**config.mk**
```make
export PLATFORM = sky130hd
export DESIGN_NAME = axi4_w_buffer
export DESIGN_NICKNAME = d
export VERILOG_FILES = /design/src/axi4_w_pkg.sv /design/src/axi4_w_fifo.sv /design/src/axi4_w_decision_queue.sv /design/src/axi4_w_forward_ctrl.sv /design/src/axi4_w_buffer.sv
export VERILOG_INCLUDE_DIRS = /design/src
export SDC_FILE = /design/constraint.sdc
export NUM_CORES = 1
export LEC_CHECK = 0
export BUFFER_PORTS_ARGS = -buffer_cell sky130_fd_sc_hd__buf_2
export CAP_MARGIN = 15
export CORE_MARGIN = 2
export CORE_UTILIZATION = 50
export CTS_CLUSTER_DIAMETER = 120
export DETAILED_ROUTE_END_ITERATION = 12
export HOLD_SLACK_MARGIN = 0.05
export PLACE_DENSITY = 0.7
export SETUP_SLACK_MARGIN = 0.02
export SYNTH_ARGS = -nofsm -noshare
export SYNTH_HDL_FRONTEND = slang
export SYNTH_SLANG_ARGS = --single-unit
```
**constraint.sdc**
```tcl
create_clock -name axi4_aclk -period 4.4 [get_ports axi4_aclk]
set_input_delay 0.44 -clock axi4_aclk [delete_from_list [all_inputs] [get_ports axi4_aclk]]
set_output_delay 0.44 -clock axi4_aclk [all_outputs]
set_load 0.01 [all_outputs]
```
**src/axi4_w_defs.svh**
```systemverilog
// Widths and queue depths for the W buffer; all RTL files and the package share these values
`ifndef AXI4_W_DEFS_SVH
`define AXI4_W_DEFS_SVH

// AXI4 W channel widths
`define AXI_DATA_WIDTH 32
`define AXI_ID_WIDTH   4
`define AXI_USER_WIDTH 4

// Input beat FIFO depth, the slave side stalls once this many beats wait
`define W_FIFO_DEPTH 4

// Decision FIFO depth
// Input stall is raised while this many decisions are queued
`define L1_FIFO_DEPTH 8

`endif

```
**src/axi4_w_pkg.sv**
```systemverilog
// Beat and decision types; the strobe width is fixed to one bit per data byte
`default_nettype none

`include "axi4_w_defs.svh"

package axi4_w_pkg;

  // One W beat as it is stored in the input FIFO
  typedef struct packed {
    logic [`AXI_DATA_WIDTH-1:0]   data;
    logic [`AXI_DATA_WIDTH/8-1:0] strb;
    logic [`AXI_USER_WIDTH-1:0]   user;
    logic                         last;
  } w_beat_t;

  // One translation decision, accept/save/drop are one-hot
  typedef struct packed {
    logic                       prefetch;
    logic                       hit;
    logic [`AXI_ID_WIDTH-1:0]   id;
    logic                       master;
    logic                       accept;
    logic                       save;
    logic                       drop;
  } l1_decision_t;

  // Holds 0 up to L1_FIFO_DEPTH inclusive
  typedef logic [$clog2(`L1_FIFO_DEPTH+1)-1:0] save_cnt_t;

endpackage

`default_nettype wire

```
**src/axi4_w_fifo.sv**
```systemverilog
// Valid/ready FIFO without output register; ready_o also rises when full and the head pops
`default_nettype none

`include "axi4_w_defs.svh"

module axi4_w_fifo
  import axi4_w_pkg::*;
#(
  parameter type payload_t = w_beat_t,
  parameter int  DEPTH     = `W_FIFO_DEPTH
) (
  input  wire logic     axi4_aclk,
  input  wire logic     axi4_arstn,

  // Push side
  input  wire logic     valid_i,
  input  wire payload_t data_i,
  output      logic     ready_o,

  // Pop side
  output      logic     valid_o,
  output      payload_t data_o,
  input  wire logic     ready_i
);

  localparam int PTR_W = (DEPTH > 1) ? $clog2(DEPTH) : 1;
  localparam int CNT_W = $clog2(DEPTH + 1);

  payload_t         mem_q [DEPTH];
  logic [PTR_W-1:0] wr_ptr_q;
  logic [PTR_W-1:0] rd_ptr_q;
  logic [CNT_W-1:0] count_q;
  logic             push;
  logic             pop;

  assign valid_o = (count_q != '0);
  // A full buffer still takes a beat in the cycle its head leaves
  assign ready_o = (count_q != CNT_W'(DEPTH)) | ready_i;
  assign data_o  = mem_q[rd_ptr_q];

  assign push = valid_i & ready_o;
  assign pop  = valid_o & ready_i;

  always_ff @(posedge axi4_aclk or negedge axi4_arstn) begin
    if (!axi4_arstn) begin
      wr_ptr_q <= '0;
      rd_ptr_q <= '0;
      count_q  <= '0;
    end else begin
      if (push) begin
        wr_ptr_q <= (wr_ptr_q == PTR_W'(DEPTH - 1)) ? '0 : wr_ptr_q + 1'b1;
      end
      if (pop) begin
        rd_ptr_q <= (rd_ptr_q == PTR_W'(DEPTH - 1)) ? '0 : rd_ptr_q + 1'b1;
      end
      if (push && !pop) begin
        count_q <= count_q + 1'b1;
      end else if (pop && !push) begin
        count_q <= count_q - 1'b1;
      end
    end
  end

  // Storage array
  always_ff @(posedge axi4_aclk) begin
    if (push) begin
      mem_q[wr_ptr_q] <= data_i;
    end
  end

endmodule

`default_nettype wire

```
**src/axi4_w_decision_queue.sv**
```systemverilog
// Decision queue; requests must be one-hot and held until l1_done_o, which may fire as a full head pops
`default_nettype none

`include "axi4_w_defs.svh"

module axi4_w_decision_queue
  import axi4_w_pkg::*;
(
  input  wire logic                     axi4_aclk,
  input  wire logic                     axi4_arstn,

  // Decisions from the translation unit
  input  wire logic                     l1_accept_i,
  input  wire logic                     l1_save_i,
  input  wire logic                     l1_drop_i,
  input  wire logic                     l1_master_i,
  input  wire logic                     l1_prefetch_i,
  input  wire logic                     l1_hit_i,
  input  wire logic [`AXI_ID_WIDTH-1:0] l1_id_i,
  output      logic                     l1_done_o,
  output      logic                     input_stall_o,
  output      logic                     output_stall_o,

  // Head towards the controller
  output      logic                     head_valid_o,
  output      l1_decision_t             head_o,
  input  wire logic                     head_pop_i
);

  l1_decision_t dec_in;
  logic         req;
  logic         fifo_ready;
  logic         push;
  logic         pop;
  logic         save_in;
  logic         save_out;
  save_cnt_t    dec_cnt_q;
  save_cnt_t    save_cnt_q;

  assign dec_in = '{prefetch: l1_prefetch_i, hit: l1_hit_i, id: l1_id_i,
                    master: l1_master_i, accept: l1_accept_i,
                    save: l1_save_i, drop: l1_drop_i};

  assign req  = l1_accept_i | l1_save_i | l1_drop_i;
  assign push = req & fifo_ready;
  assign pop  = head_valid_o & head_pop_i;

  assign l1_done_o = push;

  axi4_w_fifo #(
    .payload_t ( l1_decision_t  ),
    .DEPTH     ( `L1_FIFO_DEPTH )
  ) u_l1_fifo (
    .axi4_aclk  ( axi4_aclk    ),
    .axi4_arstn ( axi4_arstn   ),
    .valid_i    ( push         ),
    .data_i     ( dec_in       ),
    .ready_o    ( fifo_ready   ),
    .valid_o    ( head_valid_o ),
    .data_o     ( head_o       ),
    .ready_i    ( head_pop_i   )
  );

  // Save decisions entering and leaving the queue
  assign save_in  = push & l1_save_i;
  assign save_out = pop & head_o.save;

  always_ff @(posedge axi4_aclk or negedge axi4_arstn) begin
    if (!axi4_arstn) begin
      dec_cnt_q  <= '0;
      save_cnt_q <= '0;
    end else begin
      if (push && !pop) begin
        dec_cnt_q <= dec_cnt_q + 1'b1;
      end else if (pop && !push) begin
        dec_cnt_q <= dec_cnt_q - 1'b1;
      end
      if (save_in && !save_out) begin
        save_cnt_q <= save_cnt_q + 1'b1;
      end else if (save_out && !save_in) begin
        save_cnt_q <= save_cnt_q - 1'b1;
      end
    end
  end

  assign input_stall_o  = (dec_cnt_q == save_cnt_t'(`L1_FIFO_DEPTH));
  // More than one pending save would need the second-level path
  assign output_stall_o = (save_cnt_q > save_cnt_t'(1));

endmodule

`default_nettype wire

```
**src/axi4_w_forward_ctrl.sv**
```systemverilog
// Burst router; assumes decisions and bursts arrive in the same order, one decision per burst
`default_nettype none

`include "axi4_w_defs.svh"

module axi4_w_forward_ctrl
  import axi4_w_pkg::*;
(
  input  wire logic                     axi4_aclk,
  input  wire logic                     axi4_arstn,

  // Beat FIFO head
  input  wire logic                     beat_valid_i,
  input  wire w_beat_t                  beat_i,
  output      logic                     beat_ready_o,

  // Decision queue head
  input  wire logic                     head_valid_i,
  input  wire l1_decision_t             head_i,
  output      logic                     head_pop_o,

  // W master side
  output      logic                     m_axi4_wvalid_o,
  output      w_beat_t                  m_axi4_w_o,
  input  wire logic                     m_axi4_wready_i,
  output      logic                     master_select_o,

  // B sender handshake
  output      logic                     b_drop_o,
  input  wire logic                     b_done_i,
  output      logic [`AXI_ID_WIDTH-1:0] id_o,
  output      logic                     prefetch_o,
  output      logic                     hit_o
);

  logic fwd_mode;
  logic sink_mode;
  logic fwd_last;
  logic sink_last;
  logic b_drop_q;

  // Save is treated like drop without a second translation level
  assign fwd_mode  = head_valid_i & head_i.accept;
  assign sink_mode = head_valid_i & ~head_i.accept & ~b_drop_q;

  assign m_axi4_wvalid_o = fwd_mode & beat_valid_i;
  assign m_axi4_w_o      = beat_i;
  assign master_select_o = head_i.master;

  always_comb begin
    beat_ready_o = 1'b0;
    if (fwd_mode) begin
      beat_ready_o = m_axi4_wready_i;
    end else if (sink_mode) begin
      beat_ready_o = 1'b1;
    end
  end

  assign fwd_last  = m_axi4_wvalid_o & m_axi4_wready_i & beat_i.last;
  assign sink_last = sink_mode & beat_valid_i & beat_i.last;

  // Drop request stays up until the B sender answers
  always_ff @(posedge axi4_aclk or negedge axi4_arstn) begin
    if (!axi4_arstn) begin
      b_drop_q <= 1'b0;
    end else if (b_drop_q && b_done_i) begin
      b_drop_q <= 1'b0;
    end else if (sink_last) begin
      b_drop_q <= 1'b1;
    end
  end

  assign b_drop_o   = b_drop_q;
  assign head_pop_o = fwd_last | (b_drop_q & b_done_i);

  assign id_o       = head_i.id;
  assign prefetch_o = head_i.prefetch;
  assign hit_o      = head_i.hit;

endmodule

`default_nettype wire

```
**src/axi4_w_buffer.sv**
```systemverilog
// W channel buffer top; no second TLB level, so save decisions are dropped like drop decisions
`default_nettype none

`include "axi4_w_defs.svh"

module axi4_w_buffer
  import axi4_w_pkg::*;
(
  input  wire logic                         axi4_aclk,
  input  wire logic                         axi4_arstn,

  // W slave side
  input  wire logic [`AXI_DATA_WIDTH-1:0]   s_axi4_wdata_i,
  input  wire logic [`AXI_DATA_WIDTH/8-1:0] s_axi4_wstrb_i,
  input  wire logic [`AXI_USER_WIDTH-1:0]   s_axi4_wuser_i,
  input  wire logic                         s_axi4_wlast_i,
  input  wire logic                         s_axi4_wvalid_i,
  output      logic                         s_axi4_wready_o,

  // W master side
  output      logic [`AXI_DATA_WIDTH-1:0]   m_axi4_wdata_o,
  output      logic [`AXI_DATA_WIDTH/8-1:0] m_axi4_wstrb_o,
  output      logic [`AXI_USER_WIDTH-1:0]   m_axi4_wuser_o,
  output      logic                         m_axi4_wlast_o,
  output      logic                         m_axi4_wvalid_o,
  input  wire logic                         m_axi4_wready_i,

  // Translation decisions
  input  wire logic                         l1_accept_i,
  input  wire logic                         l1_save_i,
  input  wire logic                         l1_drop_i,
  input  wire logic                         l1_master_i,
  input  wire logic                         l1_prefetch_i,
  input  wire logic                         l1_hit_i,
  input  wire logic [`AXI_ID_WIDTH-1:0]     l1_id_i,
  output      logic                         l1_done_o,
  output      logic                         input_stall_o,
  output      logic                         output_stall_o,
  output      logic                         master_select_o,

  // B sender
  output      logic                         b_drop_o,
  input  wire logic                         b_done_i,
  output      logic [`AXI_ID_WIDTH-1:0]     id_o,
  output      logic                         prefetch_o,
  output      logic                         hit_o
);

  w_beat_t      s_beat;
  w_beat_t      m_beat;
  w_beat_t      beat;
  logic         beat_valid;
  logic         beat_ready;
  l1_decision_t head;
  logic         head_valid;
  logic         head_pop;

  assign s_beat = '{data: s_axi4_wdata_i, strb: s_axi4_wstrb_i,
                    user: s_axi4_wuser_i, last: s_axi4_wlast_i};

  assign m_axi4_wdata_o = m_beat.data;
  assign m_axi4_wstrb_o = m_beat.strb;
  assign m_axi4_wuser_o = m_beat.user;
  assign m_axi4_wlast_o = m_beat.last;

  axi4_w_fifo #(
    .payload_t ( w_beat_t      ),
    .DEPTH     ( `W_FIFO_DEPTH )
  ) u_beat_fifo (
    .axi4_aclk  ( axi4_aclk       ),
    .axi4_arstn ( axi4_arstn      ),
    .valid_i    ( s_axi4_wvalid_i ),
    .data_i     ( s_beat          ),
    .ready_o    ( s_axi4_wready_o ),
    .valid_o    ( beat_valid      ),
    .data_o     ( beat            ),
    .ready_i    ( beat_ready      )
  );

  axi4_w_decision_queue u_decision_queue (
    .axi4_aclk      ( axi4_aclk      ),
    .axi4_arstn     ( axi4_arstn     ),
    .l1_accept_i    ( l1_accept_i    ),
    .l1_save_i      ( l1_save_i      ),
    .l1_drop_i      ( l1_drop_i      ),
    .l1_master_i    ( l1_master_i    ),
    .l1_prefetch_i  ( l1_prefetch_i  ),
    .l1_hit_i       ( l1_hit_i       ),
    .l1_id_i        ( l1_id_i        ),
    .l1_done_o      ( l1_done_o      ),
    .input_stall_o  ( input_stall_o  ),
    .output_stall_o ( output_stall_o ),
    .head_valid_o   ( head_valid     ),
    .head_o         ( head           ),
    .head_pop_i     ( head_pop       )
  );

  axi4_w_forward_ctrl u_forward_ctrl (
    .axi4_aclk       ( axi4_aclk       ),
    .axi4_arstn      ( axi4_arstn      ),
    .beat_valid_i    ( beat_valid      ),
    .beat_i          ( beat            ),
    .beat_ready_o    ( beat_ready      ),
    .head_valid_i    ( head_valid      ),
    .head_i          ( head            ),
    .head_pop_o      ( head_pop        ),
    .m_axi4_wvalid_o ( m_axi4_wvalid_o ),
    .m_axi4_w_o      ( m_beat          ),
    .m_axi4_wready_i ( m_axi4_wready_i ),
    .master_select_o ( master_select_o ),
    .b_drop_o        ( b_drop_o        ),
    .b_done_i        ( b_done_i        ),
    .id_o            ( id_o            ),
    .prefetch_o      ( prefetch_o      ),
    .hit_o           ( hit_o           )
  );

endmodule

`default_nettype wire

```
======== Word-level counts from Yosys, hierarchy flattened ========
Memories as Yosys holds them, arrays and structs flattened.
Cells that the tools add are included.
cells by class
  add/subtract/negate cells ............... 12
  magnitude comparators ................... 1
  eq/ne operators ......................... 7
  muxes and demuxes ....................... 20
  bitwise logic cells ..................... 23
  reduce and logical (&&, ||, !) cells .... 23
operators with widths
  cell                                                 number
  2-to-1 mux 4 bit                                     6
  AND 1 bit                                            16
  adder 4 x 1 -> 4 bit (second input constant)         3
  2-to-1 mux 3 bit                                     4
  subtractor 4 x 1 -> 4 bit (second input constant)    3
  nonzero test 2 bit                                   5
  adder 3 x 1 -> 3 bit (second input constant)         3
  logical AND 1 bit                                    9
  2-to-1 mux 1 bit                                     8
  zero test 1 bit                                      7
  equality test 3 bit (second input constant)          2
  bitwise OR 1 bit                                     5
  adder 2 x 1 -> 2 bit (second input constant)         2
  equality test 2 bit (second input constant)          2
  equality test 4 bit (second input constant)          1
  > comparator 4 x 1 -> 1 bit (second input constant)  1
  2-to-1 mux 2 bit                                     2
  != test 4 bit (second input constant)                1
  nonzero test 4 bit                                   1
  != test 3 bit (second input constant)                1
  nonzero test 3 bit                                   1
  subtractor 3 x 1 -> 3 bit (second input constant)    1
  NOT 1 bit                                            2
word-level totals
  register bits after elaboration ......... 26
  memory bits (writable) .................. 244
  bits of input ports ..................... 56
  output and inout port bits .............. 54
  logic and storage cells ................. 97
  memories kept ........................... 2
memories
  name                              words  width  rd ports  clocked after memory_dff  write ports  line               source
  u_beat_fifo.mem_q                 4      41     1         0                         1            axi4_w_fifo.sv:29  payload_t mem_q [DEPTH];
  u_decision_queue.u_l1_fifo.mem_q  8      10     1         0                         1            axi4_w_fifo.sv:29

======== Depth between registers and ports, before layout ========
Gate-level depths: netlist of run 1.
  depth after elaboration ................. 13
  depth in mapped cells ................... 14
  depth with buffers taken out ............ 13

======== Cells and area by module ========
A second synthesis of run 1 with hierarchy kept.
second synthesis, totals
  cell total of the unflattened synthesis .. 547
  area, all modules ....................... 11110.7 sq um
modules (own cells, without submodules)
  module                                     times used  cells an instance  area an instance (sq um)
  axi4_w_fifo at u_beat_fifo                 1           254                6334.8
  axi4_w_fifo at u_decision_queue.u_l1_fifo  1           181                3761.1
  axi4_w_decision_queue                      1           56                 568.0
  axi4_w_forward_ctrl                        1           56                 446.7

======== Least setup slack after synthesis of run 1 ========
Ideal clock, no wire load.
  path type ............................... reg-to-reg
  start ................................... register u_decision_queue.u_l1_fifo.rd_ptr_q[0]
  end ..................................... register u_decision_queue.dec_cnt_q[3]
  setup time .............................. 0.126 ns
  arrival ................................. 3.100 ns
  required time ........................... 4.274 ns
  path slack .............................. 1.174 ns
  stages on the path, launching flop included .. 15
  buffers on the path ..................... 1
  clock period less this slack ............ 3.226 ns
  path through ............................ dfrtp_1 > buf_6 > mux4_2 > mux2_4 > and3_4 > a31o_4 > inv_1 > ha_1 > inv_1 > ha_1 > a21o_1 > a21oi_1 > xnor2_1 > nor2_1 > xor2_1
on the way
  cells in the longest elaborated chain, start to end .. 11
  elaborated cells between the ends (all ways) .. 15
  classes of those cells .................. mux (1); bitwise (8); reduce/logical (5); memory (1)
RTL lines
  what                                 line                         source
  start, declared                      axi4_w_fifo.sv:31            logic [PTR_W-1:0] rd_ptr_q;
  start signal, assigned               axi4_w_fifo.sv:54            rd_ptr_q <= (rd_ptr_q == PTR_W'(DEPTH - 1)) ? '0 : rd_ptr_q + 1'b1;
  memory (8 x 10 bit) *                --
  AND 1 bit *                          axi4_w_forward_ctrl.sv:43    assign fwd_mode = head_valid_i & head_i.accept;
  AND 1 bit *                          axi4_w_forward_ctrl.sv:46    assign m_axi4_wvalid_o = fwd_mode & beat_valid_i;
  AND 1 bit * (2 in series)            axi4_w_forward_ctrl.sv:59    assign fwd_last = m_axi4_wvalid_o & m_axi4_wready_i & beat_i.last;
  bitwise OR 1 bit *                   axi4_w_forward_ctrl.sv:74    assign head_pop_o = fwd_last | (b_drop_q & b_done_i);
  bitwise OR 1 bit                     axi4_w_fifo.sv:38            assign ready_o = (count_q != CNT_W'(DEPTH)) | ready_i;
  AND 1 bit                            axi4_w_decision_queue.sv:45  assign push = req & fifo_ready;
  zero test 1 bit                      axi4_w_decision_queue.sv:75  end else if (pop && !push) begin
  logical AND 1 bit                    axi4_w_decision_queue.sv:75
  nonzero test 2 bit (no source line)  --
  end signal, assigned                 axi4_w_decision_queue.sv:74  dec_cnt_q <= dec_cnt_q + 1'b1;
  end signal, assigned                 axi4_w_decision_queue.sv:76  dec_cnt_q <= dec_cnt_q - 1'b1;
  end, declared                        axi4_w_decision_queue.sv:37  save_cnt_t dec_cnt_q;
Mark *: on every way between the ends. The rest lies on a longest branch, timed or not.
A chain may end at the register's enable or synchronous reset.

======== Worst setup path after layout of run 1 ========
Same ends and word-level chain as after synthesis.

==> results.json, run 1 <==
{
  "ys_ff_latch": 262,
  "nets": 689,
  "place_congestion": 0.7622,
  "cts-htree-levels": 1,
  "slew_violations": 0,
  "synthFlopType": "edfxtp_1",
  "path_max_fanout": 9,
  "mostFrequentLayoutCells": "edfxtp_1 (236), buf_2 (109), mux4_2 (51)",
  "p_int_uw": 5980,
  "crit_buf_inv": 2,
  "area_growth_pct": 16.80,
  "overflow": 0,
  "comb_power_share_pct": 33.6,
  "use_met2_pct": 28.98,
  "fin_total_pwr_uw": 8657,
  "post_drt_wl_per_cell_um": 20.53,
  "drc": 0,
  "cts_tree": "yes",
  "crit_slowest_cell": "dfrtp_1",
  "fp.dieW_um": 147.6,
  "antenna_found_initial": 3,
  "ant_nets": 0,
  "die_y_um": 147.6,
  "drt-pass1-iter-count": 6,
  "grt_max_degree": 44,
  "drt_wl_total_mm": 18.52,
  "io_buffers": 109,
  "die-area_um2": 21780,
  "cts_resized": 0,
  "path_cells": "mux4_1, mux2_4, and3_4, a31o_4, inv_1, ha_1, inv_1, ha_1, a21o_1, a21oi_1, xnor2_1, nor2_1, xor2_1",
  "synth.net_count": 555,
  "grt_pass1_wl_mm": 29.50,
  "seq_area_frac_synth_pct": 75.05,
  "async_flop_share_pct": 9.924,
  "final_common_cell": "edfxtp_1",
  "swShare_pct": 30.92,
  "outcome": "finished clean",
  "drive_above_1_share_pct": 37.62,
  "switching_power_uw": 2677,
  "start_util_pct": 50.95,
  "dr.first_iter.drc_count": 235,
  "path_delay_family": "multiplexers",
  "syn-cell-area_um2": 10310,
  "fin_ws_ps": 796.6,
  "cellLeakagePower_uw": 0.004280,
  "skew_ps": 12.85,
  "final-setup-viol-count": 0,
  "cp_data_arrival_time_ps": 4010,
  "clkTransAtPathRegs_ps": 60,
  "critPathLaunchType": "register",
  "post-route-util_pct": 59.51,
  "hold_class": "in -> reg",
  "synth_cell_type_count": 42,
  "rsz0062_at_grt": "false",
  "post-place-ws_ps": 767.3,
  "grt-busiest-layer": "met2",
  "clkSinkCount": 262,
  "finalCritPeriodShare_pct": 81.90,
  "stdcell_area_um2": 12040,
  "yosysWarningCount": 0,
  "power_frac_seq_pct": 42.5,
  "ir_drop_mv": 0.4557,
  "placed_cell_area_um2": 11220,
  "grt_pass1_vias": 5425,
  "end_kind": "register",
  "crit_type": "reg -> reg",
  "core_area_um2": 20230,
  "rows": 52,
  "root_buffer": "clkbuf_16",
  "cts_buffers": 27,
  "grt_util_met1_pct": 22.49,
  "syn_area_per_cell_um2": 21.61,
  "worst_slew_pin_slew_ps": 1077,
  "clock_latency_ps": 540,
  "synthCells": 477,
  "period_minus_slack_ps": 3603,
  "slew_headroom_pct": 27.90,
  "synth_edf_count": 236,
  "vias_per_cell": 5.484,
  "grt_usage_pct": 17.48,
  "max_stage_delay_ps": 640,
  "p_per_area_nw_per_um2": 718.9,
  "drv_cap": 0,
  "cts_max_path_buffers": 3,
  "grt_use_met3_pct": 5.525,
  "hold_viol_final": 0,
  "finalSetupTns_ps": 0,
  "fmax_ghz": 0.2775,
  "via_count": 4947,
  "worst_ep_required_time_ps": 4810,
  "dp.final_hpwl_mm": 11.67,
  "p_clk_share_pct": 23.9,
  "io_pins": 110
}
path summary, 6_finish.rpt:
kind | cells past startpoint | end | slack, ps | startpoint
hold reg to reg | 1 | u_decision_queue.dec_cnt_q[3] | 470 | u_decision_queue.dec_cnt_q[3]
setup / recovery | 13 | u_decision_queue.dec_cnt_q[3] | 800 | u_decision_queue.u_l1_fifo.rd_ptr_q[0]
min in group asynchronous | 2 | u_decision_queue.dec_cnt_q[0] | 460 | axi4_arstn
setup reg to reg | 13 | u_decision_queue.dec_cnt_q[3] | 800 | u_decision_queue.u_l1_fifo.rd_ptr_q[0]
hold / removal | 1 | u_beat_fifo.mem_q[2][39] | 120 | s_axi4_wdata_i[30]
max in group asynchronous | 2 | u_beat_fifo.rd_ptr_q[0] | 3470 | axi4_arstn
cells in the mapped netlist, types with 5 or more instances:
cell type	number	area share [%]
edfxtp_1	236	69
mux4_2	51	11
dfrtp_1	26	6.3
ha_1	19	2.3
mux2_2	14	1.5
nor2_1	14	0.51
clkbuf_1	9	0.33
inv_1	9	0.33
mux4_1	8	2.0
xnor2_1	8	0.68
nand2_1	7	0.25
o21ai_0	7	0.34
xor2_1	7	0.59
a21oi_1	5	0.24
and3_1	5	0.30
nor3_1	5	0.24
through the flow:
step	hold slack (ps)	instances
finish	116.7	902
floorplan	144.4	477
CTS	94.82	900
detailed placement	462.3	851
global route	100.9	901
global placement	453.3	851
power by group through the flow:
stage	clock network, µW	registers (µW)	logic (µW)
finish	2070	3680	2910
global route	2220	3740	3220
CTS	2120	3690	2990
detailed placement	0	3740	2970
global placement	0	3690	2880
floorplan	0	3590	2140
what timing repair did:
action	4_1_cts	5_1_grt
endpoints found under the setup margin	0	0
hold endpoints to repair	26	0
hold buffers	1	0
setup buffers	0	0
metal layers:
metal	vias to the layer above	share of wire [%]
met5	-	0
met2	147	50
met4	0	2.4
met1	2541	40
met3	31	8.4
li1	2228	-
state kept, by name, summed over array words and instances, names as in the netlist:
register / count
u_beat_fifo.mem_q: 164
u_decision_queue.u_l1_fifo.mem_q: 72
u_decision_queue.dec_cnt_q: 4
u_decision_queue.save_cnt_q: 4
u_decision_queue.u_l1_fifo.count_q: 4
u_beat_fifo.count_q: 3
u_decision_queue.u_l1_fifo.rd_ptr_q: 3
u_decision_queue.u_l1_fifo.wr_ptr_q: 3
u_beat_fifo.rd_ptr_q: 2
u_beat_fifo.wr_ptr_q: 2
u_forward_ctrl.b_drop_o: 1
logic make-up (layout without fill, tap and decap cells):
kind of cell,Yosys count,in the layout,share of synthesized area [%]
DFF,262,262,75.05
muxes,79,79,15.61
other,0,2,0
buffers and inverters,25,178,1.007
and+or+nand+nor,53,53,2.731
xor gates and xnor gates,15,15,1.274
adders and majority gates,22,22,2.888
AOI/OAI and AO/OA,21,21,1.444
layout make-up:
cell class,instances,area (µm²)
fill,1470,8193
sequential,262,7740
multi-input combinational,190,2484
clock buffer,34,701.9
timing repair buffer,121,638.1
tap,270,337.8
clock inverter,14,101.3
inverter,9,33.78
antenna,2,5.005
worst register-to-register path, stage by stage, from the launching register on:
cell and delay [ps]:
dfrtp_1 640, mux4_1 610, mux2_4 330, and3_4 200
a31o_4 240, inv_1 60, ha_1 220, inv_1 180
ha_1 330, a21o_1 180, a21oi_1 160, xnor2_1 140
nor2_1 60, xor2_1 150
(Power assumes the default switching activity.)
==> run 2, diff against run 1 <==
--- a/config.mk
+++ b/config.mk
@@ -13,7 +13,7 @@
 export CTS_CLUSTER_DIAMETER = 120
 export DETAILED_ROUTE_END_ITERATION = 12
 export HOLD_SLACK_MARGIN = 0.05
-export PLACE_DENSITY = 0.7
+export PLACE_DENSITY = 0.72
 export SETUP_SLACK_MARGIN = 0.02
 export SYNTH_ARGS = -nofsm -noshare
 export SYNTH_HDL_FRONTEND = slang
==> constraint.sdc (replaced) <==
create_clock -name axi4_aclk -period 3 [get_ports axi4_aclk]
set_input_delay 0.3 -clock axi4_aclk [delete_from_list [all_inputs] [get_ports axi4_aclk]]
set_output_delay 0.3 -clock axi4_aclk [all_outputs]
set_load 0.01 [all_outputs]
==> run 2 against run 1 <==
Die area unchanged. Clock power up 42%. Routed wire length up 5.6%. Highest routed layer unchanged. Power up 51%. Count of clock-buffer cells in the layout down 1. Clock skew about the same. Largest cell class unchanged. First-iteration DRC count down 3.4%. Sequential cell count unchanged. Fmax up 24%. Critical path depth unchanged. Cell count up 7.4%. Sequential power up 44%.
==> results.json, run 2 (synthesis results as in run 1) <==
{
  "final-seq-area_um2": 7740,
  "clkTransAtPathRegs_ps": 60,
  "rsz0062_at_grt": "true",
  "critPathLaunchType": "register",
  "num_antenna_cells": 0,
  "path_cells": "mux4_2, mux2_4, and3_4, a31o_4, inv_2, ha_4, inv_8, ha_4, a21o_1, a21oi_2, xnor2_1, nor2_1, xor2_1",
  "max_stage_delay_ps": 510,
  "fp.dieW_um": 147.6,
  "hold_viol_final": 0,
  "crit_buf_inv": 2,
  "drc": 0,
  "crit_type": "reg -> reg",
  "drive_above_1_share_pct": 38.34,
  "final-setup-viol-count": 0,
  "drv_cap": 0,
  "antenna_found_initial": 0,
  "grt_max_degree": 44,
  "mostFrequentLayoutCells": "edfxtp_1 (236), buf_2 (109), mux4_2 (52)",
  "slew_headroom_pct": 34.34,
  "die-area_um2": 21780,
  "grt_pass1_wl_mm": 31.40,
  "clkSinkCount": 262,
  "crit_slowest_cell": "mux4_2",
  "clock_latency_ps": 520,
  "skew_ps": 12.99,
  "die_y_um": 147.6,
  "drt-pass1-iter-count": 4,
  "cts_buffers": 26,
  "grt_pass1_vias": 5836,
  "cts-htree-levels": 1,
  "final_cell_count_no_fill": 969,
  "drt_wl_total_mm": 19.55,
  "vias_per_cell": 5.365,
  "dp_cells": 869,
  "area_growth_pct": 24.08,
  "hold_class": "in -> reg",
  "start_util_pct": 50.95,
  "ir_drop_mv": 0.6275,
  "cts_max_path_buffers": 3,
  "slew_violations": 0,
  "top_register": "u_beat_fifo.mem_q",
  "largest_reg_flops": 164,
  "final_common_cell": "edfxtp_1",
  "post_drt_wl_per_cell_um": 20.17,
  "period_minus_slack_ps": 2899,
  "ant_nets": 0,
  "io_pins": 110,
  "core_area_um2": 20230,
  "path_max_fanout": 6,
  "dr.first_iter.drc_count": 227,
  "fmax_ghz": 0.3450,
  "rows": 52,
  "top_regs": "u_beat_fifo.mem_q x164, u_decision_queue.u_l1_fifo.mem_q x72",
  "place_congestion": 0.7597,
  "via_count": 5199,
  "fill_cells": 1414,
  "grt_usage_pct": 18.60,
  "multiInputGateArea_um2": 2517,
  "dp.final_hpwl_mm": 11.96,
  "root_buffer": "clkbuf_16",
  "nets": 758,
  "cts_tree": "yes",
  "cp_common_cell": "ha_4",
  "io_buffers": 109,
  "end_kind": "register",
  "worst_ep_required_time_ps": 3430,
  "path_delay_family": "multiplexers",
  "cellLeakagePower_uw": 0.004596,
  "p_per_area_nw_per_um2": 1022,
  "outcome": "finished clean",
  "cp_data_arrival_time_ps": 3330,
  "overflow": 0,
  "finalCritPeriodShare_pct": 96.62,
  "fin_hold_ws_ps": 80.83,
  "worst_slew_pin_slew_ps": 981.2
}
[run 2: cell types whose count changed in the layout (fill, tap and decap cells not counted), sizes merged]
cell and delta:
clkinv +1, bufinv -1, clkbuf -1, buf +21, diode -2, clkinvlp +1
dlygate4sd3 +49, inv -1
[run 2: area by class of cell]
class / count / area share [%]
Inverter: 9 / 0.3228
Multi-Input combinational cell: 190 / 19.68
Clock buffer: 33 / 5.458
Timing Repair Buffer: 191 / 10.84
Clock inverter: 14 / 0.5575
Sequential cell: 262 / 60.50
Tap cell: 270 / 2.641
[run 2: worst paths after layout]
check,start,end,slack (ps),cells after the start
setup / recovery,u_decision_queue.u_l1_fifo.rd_ptr_q[0],u_decision_queue.dec_cnt_q[3],100,13
hold / removal,s_axi4_wvalid_i,u_beat_fifo.wr_ptr_q[1],80,3
setup reg to reg,u_decision_queue.u_l1_fifo.rd_ptr_q[0],u_decision_queue.dec_cnt_q[3],100,13
hold reg to reg,u_decision_queue.save_cnt_q[3],u_decision_queue.save_cnt_q[3],470,1
max in group asynchronous,axi4_arstn,u_beat_fifo.rd_ptr_q[1],2230,2
min in group asynchronous,axi4_arstn,u_decision_queue.save_cnt_q[2],330,2
[run 2: repair_timing]
action	4_1_cts	5_1_grt
buffers inserted	0	3
pin swaps	0	9
hold endpoints to repair	241	0
gates resized for setup	1	5
setup endpoints to repair	1	3
hold buffers	50	0
[run 2: worst reg2reg max path, delay by kind of cell (launching register included)]
| family | cells | cell delay, ps |
|---|---|---|
| multiplexers | 2 | 830 |
| AO/OA/AOI/OAI | 3 | 530 |
| flip-flops | 1 | 410 |
| adder cells (fa/ha/maj) | 2 | 380 |
| AND/OR/NAND/NOR | 2 | 310 |
| XOR/XNOR | 2 | 250 |
| buffers and inverters | 2 | 110 |
[run 2: per-layer routing]
| layer | wire length, µm | GRT usage [%] | vias up |
|---|---|---|---|
| met2 | 10470 | 33.42 | 154 |
| met1 | 7484 | 22.97 | 2655 |
| met5 | 0 | 0 | - |
| met3 | 1315 | 4.722 | 24 |
| li1 | - | - | 2366 |
| met4 | 280 | 3.894 | 0 |
[run 2: per-stage QoR]
stage | area [µm²] | power, µW | setup WS, ps | utilization [%] | TNS [ps]
floorplan | 10340 | 8452 | -57.26 | - | -94.06
global placement | 11470 | 9888 | 106.3 | 56.69 | 0
detailed placement | 11470 | 10110 | 8.658 | 56.69 | 0
CTS | 12740 | 13150 | 37.02 | 62.95 | 0
global route | 12790 | 13860 | -14.57 | 63.22 | -14.57
finish | 12790 | 13080 | 101.4 | 63.22 | 0
[run 2: power by group]
group	switching [µW]	total [µW]	internal (µW)
registers	346	5300	4950
clock network	1290	2940	1640
logic	2420	4850	2430
total	4060	13100	9020
==> run 3, diff against run 2 <==
--- a/config.mk
+++ b/config.mk
@@ -13,7 +13,7 @@
 export CTS_CLUSTER_DIAMETER = 120
 export DETAILED_ROUTE_END_ITERATION = 12
 export HOLD_SLACK_MARGIN = 0.05
-export PLACE_DENSITY = 0.72
+export PLACE_DENSITY_LB_ADDON = 0.12
 export SETUP_SLACK_MARGIN = 0.02
 export SYNTH_ARGS = -nofsm -noshare
 export SYNTH_HDL_FRONTEND = slang
==> run 3 against run 2 <==
Sequential share of layout area shrank 0.75 points. Largest cell class unchanged. Routed wire length decreased by 1.9%. Cell area rose by 1.3%. Global-route usage shrank 0.72 points. Non-clock buffer count is the same. Via count rose by 0.62%. Register-to-register slack improved by 20 ps. Sequential power is essentially flat.
==> results.json, run 3 (synthesis results as in run 1) <==
{
  "outcome": "finished clean",
  "post-place-ws_ps": -26.32,
  "cp_data_arrival_time_ps": 3290,
  "mostFrequentLayoutCells": "edfxtp_1 (236), buf_2 (109), mux4_2 (52)",
  "slew_headroom_pct": 33.61,
  "start_util_pct": 50.95,
  "nets": 760,
  "die_y_um": 147.6,
  "fin_ws_ps": 124.2,
  "rr_worst_depth": 13,
  "slew_violations": 0,
  "clkSinkCount": 262,
  "grt_pass1_vias": 5678,
  "final_cell_count_no_fill": 974,
  "crit_path_end": "u_decision_queue.u_l1_fifo.count_q[3]",
  "ir_drop_mv": 0.6834,
  "stdcell_area_um2": 12950,
  "dp_cells": 868,
  "clkTransAtPathRegs_ps": 60,
  "io_buffers": 109,
  "place_congestion": 0.7916,
  "r2r_slack_ps": 120,
  "post_drt_wl_per_cell_um": 19.70,
  "r2r-end": "u_decision_queue.u_l1_fifo.count_q[3]",
  "rsz0062_at_grt": "true",
  "grt_usage_pct": 17.87,
  "largest_reg_flops": 164,
  "period_minus_slack_ps": 2876,
  "root_buffer": "clkbuf_16",
  "placed_cell_area_um2": 11410,
  "antenna_found_initial": 0,
  "top_regs": "u_beat_fifo.mem_q x164, u_decision_queue.u_l1_fifo.mem_q x72",
  "crit-reg2reg-launch": "u_decision_queue.u_l1_fifo.rd_ptr_q[0]",
  "worst_slew_pin_slew_ps": 992.2,
  "overflow": 0,
  "hold_viol_final": 0,
  "drv_cap": 0,
  "die-area_um2": 21780,
  "drive_above_1_share_pct": 39.35,
  "ant_nets": 0,
  "hold_class": "in -> reg",
  "post-route-util_pct": 64.02,
  "grt_pass1_wl_mm": 29.94,
  "skew_ps": 9.469,
  "dr.first_iter.drc_count": 240,
  "drt-pass1-iter-count": 4,
  "core_area_um2": 20230,
  "cts_tree": "yes",
  "vias_per_cell": 5.371,
  "final-setup-viol-count": 0,
  "num_antenna_cells": 0,
  "crit_type": "reg -> reg",
  "top_register": "u_beat_fifo.mem_q",
  "final_common_cell": "edfxtp_1",
  "cts_buffers": 28,
  "cellLeakagePower_uw": 0.004675,
  "path_max_fanout": 5,
  "drt_wl_total_mm": 19.19,
  "worst_ep_required_time_ps": 3410,
  "critPathLaunch": "u_decision_queue.u_l1_fifo.rd_ptr_q[0]",
  "rows": 52,
  "via_count": 5231,
  "fmax_ghz": 0.3477,
  "finalCritPeriodShare_pct": 95.86,
  "cts-htree-levels": 1,
  "p_per_area_nw_per_um2": 1053,
  "grt_max_degree": 44,
  "dp.final_hpwl_mm": 11.67,
  "io_pins": 110,
  "critPathLaunchType": "register",
  "drc": 0,
  "clock_latency_ps": 530,
  "area_growth_pct": 25.66,
  "end_kind": "register",
  "cts_max_path_buffers": 3,
  "fp.dieW_um": 147.6
}
[run 3: cell count changes in the layout (fill, tap and decap cells not counted), sizes merged]
cell / before / now
bufinv: 0 / 4
clkbuf: 33 / 37
clkinv: 13 / 10
[run 3: worst min-delay path by stage]
stage	startpoint	to	slack, ps	cells past startpoint
finish	l1_save_i	u_decision_queue.u_l1_fifo.mem_q[7][1]	90	1
global route	l1_accept_i	u_decision_queue.u_l1_fifo.mem_q[2][2]	100	1
CTS	s_axi4_wvalid_i	u_beat_fifo.wr_ptr_q[1]	60	3
detailed placement	axi4_arstn	u_decision_queue.save_cnt_q[0]	360	1
global placement	axi4_arstn	u_decision_queue.save_cnt_q[0]	350	1
floorplan	axi4_arstn	u_beat_fifo.count_q[0]	4	0
[run 3: final cells by class]
class	instances	area (µm²)
Fill cell	1427	7279
Tap cell	270	337.8
Inverter	9	41.29
Clock buffer	37	774.5
Timing Repair Buffer	191	1340
Sequential cell	262	7741
Clock inverter	15	200.2
Multi-Input combinational cell	190	2520
[run 3: worst max-delay path: stages (launching register included)]
cell and delay [ps]:
dfrtp_2 400, mux4_2 500, mux2_4 310, and3_4 160, a31o_4 200, inv_2 60
ha_4 150, inv_8 50, ha_4 200, a21o_1 180, a21oi_2 160, xnor2_1 130
nor2_1 80, xor2_1 160
[run 3: per-layer routing]
| layer | part of all wire (%) | GRT usage [%] | wire length, µm | vias to the layer above |
|---|---|---|---|---|
| met3 | 4.4 | 3.827 | 837 | 33 |
| li1 | - | - | - | 2363 |
| met2 | 52 | 31.72 | 9997 | 117 |
| met1 | 41 | 22.38 | 7906 | 2718 |
| met5 | 0 | 0 | 0 | - |
| met4 | 2.3 | 5.000 | 444 | 0 |
[run 3: metrics by stage]
step	hold WS, ps	TNS, ps	total power, µW
2_1_floorplan	4.409	-94.06	8452
3_3_place_gp	354.7	0	9932
3_5_place_dp	357.5	-29.42	10120
4_1_cts	60.85	0	13760
5_1_grt	100.6	0	14410
6_report	94.65	0	13650
[run 3: timing repair]
action,4_1_cts,5_1_grt
hold buffers,50,0
setup buffers,1,3
endpoints found under the setup margin,3,4
pin swaps,2,15
hold endpoints to repair,247,0
resized for setup,1,8
[run 3: power by group]
group / total (µW) / internal, µW / switching (µW) / leakage [µW]
combinational: 4830 / 2410 / 2420 / 0.00173
clock: 3520 / 2170 / 1360 / 0.000475
sequential: 5290 / 4950 / 338 / 0.00247
total: 13600 / 9530 / 4110 / 0.00467
